### config.mk
export PLATFORM = sky130hd
export DESIGN_NAME = lab_top
export DESIGN_NICKNAME = d
export VERILOG_FILES = /design/src/board_pkg.sv /design/src/fsm_pkg.sv /design/src/strobe_gen.sv /design/src/shift_reg.sv /design/src/snail_moore_fsm.sv /design/src/snail_mealy_fsm.sv /design/src/lab_top.sv
export SDC_FILE = /design/constraint.sdc
export NUM_CORES = 1
export LEC_CHECK = 0
export BUFFER_PORTS_ARGS = -buffer_cell sky130_fd_sc_hd__buf_2
export CAP_MARGIN = 25
export CORE_ASPECT_RATIO = 0.75
export CORE_UTILIZATION = 40
export DETAILED_ROUTE_END_ITERATION = 7
export GPL_TIMING_DRIVEN = 1
export REMOVE_ABC_BUFFERS = 1
export SETUP_SLACK_MARGIN = 0.4
export SYNTH_ARGS = -nofsm -noshare
export SYNTH_HDL_FRONTEND = slang
export SYNTH_SLANG_ARGS = --single-unit
export TNS_END_PERCENT = 50
### constraint.sdc
create_clock -name clk -period 4.5 [get_ports clk]
set_clock_uncertainty 0.2 [all_clocks]
set_input_delay 0.45 -clock clk [delete_from_list [all_inputs] [get_ports clk]]
set_output_delay 0.45 -clock clk [all_outputs]
set_load 0.1 [all_outputs]
### src/board_pkg.sv
package board_pkg;

    // number of digit select lines on the board
    localparam int w_digit = 8;

    //----------------------------------------
    // seven-segment patterns
    //----------------------------------------

    //   --a--
    //  |     |
    //  f     b
    //  |     |
    //   --g--
    //  |     |
    //  e     c
    //  |     |
    //   --d--  h

    // segment a in the top bit, point h in bit 0
    typedef logic [7:0] seg_t;

    // nothing fires
    localparam seg_t seg_blank = 8'b0000_0000;
    // upper loop, moore only
    localparam seg_t seg_moore = 8'b1100_0110;
    // lower loop, mealy only
    localparam seg_t seg_mealy = 8'b0011_1010;
    // full eight without the point
    localparam seg_t seg_both  = 8'b1111_1110;

endpackage

### src/fsm_pkg.sv
package fsm_pkg;

    //----------------------------------------
    // moore detector states
    //----------------------------------------

    typedef enum logic [1:0]
    {
        s_idle = 2'd0,  // no useful history
        s_zero = 2'd1,  // last accepted bit was 0
        s_hit  = 2'd2   // 0 then 1 just seen
    } moore_state_t;

    //----------------------------------------
    // mealy detector states
    //----------------------------------------

    // literals carry the machine name, the moore ones own s_idle and s_zero
    typedef enum logic
    {
        s_mealy_idle = 1'b0,
        s_mealy_zero = 1'b1   // last accepted bit was 0
    } mealy_state_t;

    // both detector outputs, mealy in the upper bit
    typedef struct packed
    {
        logic mealy;
        logic moore;
    } detect_t;

endpackage

### src/strobe_gen.sv
`timescale 1ns/1ps

module strobe_gen
#(
    parameter int clk_mhz   = 50,
    parameter int strobe_hz = 3
)
(
    input  logic clk,
    input  logic rst_n,
    output logic strobe
);

    // clock cycles between strobes
    localparam int period = clk_mhz * 1000000 / strobe_hz;
    localparam int w_cnt  = period > 1 ? $clog2(period) : 1;

    logic [w_cnt - 1:0] cnt;

    //----------------------------------------
    // down-counter with reload at zero
    //----------------------------------------

    always_ff @(posedge clk)
    begin
        if (!rst_n)
            cnt <= w_cnt'(period - 1);
        else if (cnt == '0)
            cnt <= w_cnt'(period - 1);
        else
            cnt <= cnt - 1'b1;
    end

    // registered so it lines up with cnt == 0
    always_ff @(posedge clk)
    begin
        if (!rst_n)
            strobe <= 1'b0;
        else
            strobe <= (cnt == w_cnt'(1));
    end

    // single-cycle pulse, never back to back
    a_strobe_single : assert property
    (
        @(posedge clk) disable iff (!rst_n)
        strobe |=> !strobe
    );

    // quiet once reset has been seen on an edge
    a_strobe_reset : assert property
    (
        @(posedge clk)
        !rst_n |=> !strobe
    );

endmodule

### src/shift_reg.sv
`timescale 1ns/1ps

module shift_reg
#(
    parameter int depth = 8
)
(
    input  logic               clk,
    input  logic               rst_n,
    input  logic               en,
    input  logic               seq_in,
    output logic               seq_out,
    output logic [depth - 1:0] par_out
);

    //----------------------------------------
    // serial in at bit 0, shifts upward
    //----------------------------------------

    always_ff @(posedge clk)
    begin
        if (!rst_n)
        begin
            par_out <= '0;
        end
        else if (en)
        begin
            par_out <= { par_out[depth - 2:0], seq_in };
        end
    end

    // oldest bit leaves at the top
    assign seq_out = par_out[depth - 1];

    // contents only move on an enabled edge
    a_hold_without_en : assert property
    (
        @(posedge clk) disable iff (!rst_n)
        !en |=> $stable(par_out)
    );

endmodule

### src/snail_moore_fsm.sv
`timescale 1ns/1ps

module snail_moore_fsm
(
    input  logic clk,
    input  logic rst_n,
    input  logic en,
    input  logic a,
    output logic y
);

    import fsm_pkg::*;

    moore_state_t state;
    moore_state_t next;

    //----------------------------------------
    // next state
    //----------------------------------------

    always_comb
    begin
        if (!a)
            next = s_zero;
        else if (state == s_zero)
            next = s_hit;
        else
            next = s_idle;
    end

    always_ff @(posedge clk)
    begin
        if (!rst_n)
            state <= s_idle;
        else if (en)
            state <= next;
    end

    // output depends on state only
    assign y = (state == s_hit);

    // no stray fourth encoding
    a_state_legal : assert property
    (
        @(posedge clk) disable iff (!rst_n)
        state inside {s_idle, s_zero, s_hit}
    );

    // a new hit needs an accepted 1 right after an accepted 0
    a_hit_after_zero : assert property
    (
        @(posedge clk) disable iff (!rst_n)
        y && !$past(y) |-> $past(en && a && state == s_zero)
    );

endmodule

### src/snail_mealy_fsm.sv
`timescale 1ns/1ps

module snail_mealy_fsm
(
    input  logic clk,
    input  logic rst_n,
    input  logic en,
    input  logic a,
    output logic y
);

    import fsm_pkg::*;

    mealy_state_t state;
    mealy_state_t next;

    //----------------------------------------
    // state only remembers the last bit
    //----------------------------------------

    always_comb
    begin
        if (a)
            next = s_mealy_idle;
        else
            next = s_mealy_zero;
    end

    always_ff @(posedge clk)
    begin
        if (!rst_n)
            state <= s_mealy_idle;
        else if (en)
            state <= next;
    end

    // fires as soon as the 1 shows up after a 0
    assign y = (state == s_mealy_zero) && a;

    // an accepted 1 ends the match on the next cycle
    a_y_one_bit : assert property
    (
        @(posedge clk) disable iff (!rst_n)
        en && y |=> !y
    );

endmodule

### src/lab_top.sv
`timescale 1ns/1ps

module lab_top
#(
    parameter int clk_mhz   = 50,
    parameter int strobe_hz = 3,
    parameter int w_key     = 4,
    parameter int w_led     = 8
)
(
    input  logic                             clk,
    input  logic                             rst_n,

    // keys and leds
    input  logic [w_key - 1:0]               key,
    output logic [w_led - 1:0]               led,

    // one lit digit of the display
    output board_pkg::seg_t                  abcdefgh,
    output logic [board_pkg::w_digit - 1:0]  digit
);

    import board_pkg::*;
    import fsm_pkg::*;

    logic    strobe;
    logic    key_any;
    logic    fsm_in;
    detect_t det;

    // any pressed key counts as a 1
    assign key_any = |key;

    //----------------------------------------
    // datapath
    //----------------------------------------

    strobe_gen
    #(
        .clk_mhz   (clk_mhz),
        .strobe_hz (strobe_hz)
    )
    i_strobe_gen
    (
        .clk    (clk),
        .rst_n  (rst_n),
        .strobe (strobe)
    );

    shift_reg
    #(
        .depth (w_led)
    )
    i_shift_reg
    (
        .clk     (clk),
        .rst_n   (rst_n),
        .en      (strobe),
        .seq_in  (key_any),
        .seq_out (fsm_in),
        .par_out (led)
    );

    snail_moore_fsm i_moore_fsm
    (
        .clk   (clk),
        .rst_n (rst_n),
        .en    (strobe),
        .a     (fsm_in),
        .y     (det.moore)
    );

    snail_mealy_fsm i_mealy_fsm
    (
        .clk   (clk),
        .rst_n (rst_n),
        .en    (strobe),
        .a     (fsm_in),
        .y     (det.mealy)
    );

    //----------------------------------------
    // display
    //----------------------------------------

    always_comb
    begin
        unique case ({ det.mealy, det.moore })
            2'b00:   abcdefgh = seg_blank;
            2'b01:   abcdefgh = seg_moore;
            2'b10:   abcdefgh = seg_mealy;
            default: abcdefgh = seg_both;
        endcase
    end

    // only the rightmost digit
    assign digit = w_digit'(1);

endmodule

==> metrics.txt <==
Post-CTS Hold Buffers=0; fin. max-slew vios=0; Num CTS Buffers=5; Synth Flop Type=dfxtp_1; Pleak=0.732 nW; Final Wtd Congestion=0.866; Synth area leader=dfxtp_1; pwr dens=328 mW/mm²; post-route clock period utilization=53.2%; largest net degree at the start of global routing=15; Final nets=219; Initial Utilization=42.2%; worst hold stages=2; die width=77.7 µm; Die H=58.8 µm; die area=0.00457 mm²; clk root buf=clkbuf_8; r2r worst-path depth=4; max frequency=0.418 GHz; DRT antenna net count=0; CTS sink count=35; final std cells w/o fill=266; CTS tree=done; Setup crit end kind=flop; Max-Cap Viols=0; Worst Hold Slack=0.225 ns; most common cell after layout, fill and taps aside=dfxtp_1; register area share after synthesis=40.7%; Mapped Area=0.00172 mm²; startpoint type of the worst setup path=flop; vias per cell=5.06; area delta synth->final=8.51%; first-pass GRT wire length=5.21 mm; total congestion overflow=0; RSZ-0062 raised after global routing=false; drt first-iter violations=48; Post-Synthesis Cells=196; DRC Markers=0; flops & latches, synth=35; status=complete, no violations; min Tclk post-route=2.39 ns; initial antenna violation count=0; Arr. time, crit path=2.34 ns; DPL Wire Length=2.30 mm; WL final=3.21 mm; CP Class=flop to flop; Final Hold Fails=0; post-route setup slack=2.11 ns; most frequent cells in the layout=35 x dfxtp_1, 27 x nor2_1, 20 x buf_2, 9 x conb_1; Clk Latency, worst-skew pair=0.29 ns; Setup WS pre-CTS=2.09 ns; Diodes inserted=0; Std-Cell Rows=20; Least-Margin Pin Slew=0.753 ns; Area contributors post-synth=dfxtp_1 41%, buf_4 6.1%, nor2_1 5.9%, mux2i_1 4.7%, xor2_1 3.1%; H-tree depth=2; Async SR Flop Fraction=0%; share of the synthesized area in the top cell type=40.7%; Post-Place Cells=258; drt wl/cell=12.1 µm; HP Class=input port to flop; Fin Setup TNS=0 ns; I/O pin count=30; drt first pass iters=4; vias=1347; worst path required time=4.44 ns; post-cts resize count=0; Pwr Total=0.000612 W; share of layout cells above drive strength 1=17.5%; final setup vio count=0; Synth Area per Inst=8.78 µm²; Rel. slew slack=49.4%; peak supply drop=0.234 mV; post-CTS setup buffer count=0; vias in the first global route=1130; clock-pin slew on the worst setup and hold paths=0.08 ns; Synth cell types=45; PortBufs=20; crit path max fanout=11; yosys warns=0; area of the core=0.00408 mm²; EDFF count, synth=0; clock buffer depth=2; gr usage total=15.0%
## where the power goes
group / switching [W] / internal [W] / leakage (nW)
logic: 0.0000522 / 0.0000123 / 0.409
clock network: 0.000117 / 0.000108 / 0.0402
registers: 0.00000805 / 0.000315 / 0.283
total: 0.000178 / 0.000435 / 0.732
## layer usage
layer | share of wire (%) | wire (µm) | up-vias | track usage (%)
met2 | 38 | 1230 | 33 | 21.6
met4 | 0.97 | 31 | 0 | 6.47
li1 | - | - | 700 | -
met5 | 0 | 0 | - | 0
met1 | 56 | 1780 | 609 | 20.9
met3 | 5.0 | 161 | 5 | 4.19
## worst max-delay path, stage by stage, from the launching register on
cell and delay (ns):
dfxtp_1 0.35, nor4_1 0.55, nand4_1 0.33, o21ai_1 0.69
nor2_1 0.13
## cell type report
class	count	area, µm²
fill	413	2210
multi-input combinational	140	878
sequential	35	701
timing repair buffer	20	100
clock buffer	5	68.8
tap	55	68.8
inverter	8	30.0
clock inverter	3	20.0
## registers in the layout (all words and copies together) (netlist names)
| signal | count |
|---|---|
| i_shift_reg.par_out | 8 |
| i_strobe_gen.cnt | 24 |
| i_strobe_gen.strobe | 1 |
| i_moore_fsm.state | 2 |
## cell usage after synthesis, drive strengths merged, types with 3 or more instances
cell type	instances
dfxtp	35
nor2	27
buf	18
nor4	9
o21ai	9
inv	8
mux2i	8
nand2	7
a21oi	6
nand3	6
xor2	6
a31oi	4
and4	4
nand4	4
nor3	4
or4	4
xnor2	4
ha	3
o31ai	3
## cells by family after synthesis
group | synth area share (%)
mux | 4.65
simple gates | 25.5
fa+ha+maj | 2.18
buf+inv | 9.75
flops | 40.7
xor+xnor | 5.09
other cells | 0.437
compound gates | 11.7
## path summary, 6_finish.rpt
check                       from              endpoint  slack (ns)
min                        rst_n  i_strobe_gen.cnt[21]        0.22
max          i_strobe_gen.cnt[9]   i_strobe_gen.cnt[9]        2.11
min reg2reg  i_strobe_gen.cnt[0]   i_strobe_gen.cnt[0]        0.25
max reg2reg  i_strobe_gen.cnt[9]   i_strobe_gen.cnt[9]        2.11
## metrics by stage
| stage | instance area (µm²) | utilization, % |
|---|---|---|
| after floorplan | 1610 | - |
| after global placement | 1780 | 43.6 |
| after detailed placement | 1780 | 43.6 |
| after CTS | 1870 | 45.8 |
| after global routing | 1870 | 45.8 |
| final | 1870 | 45.8 |
Note: power is estimated with default switching activity, not from simulation.
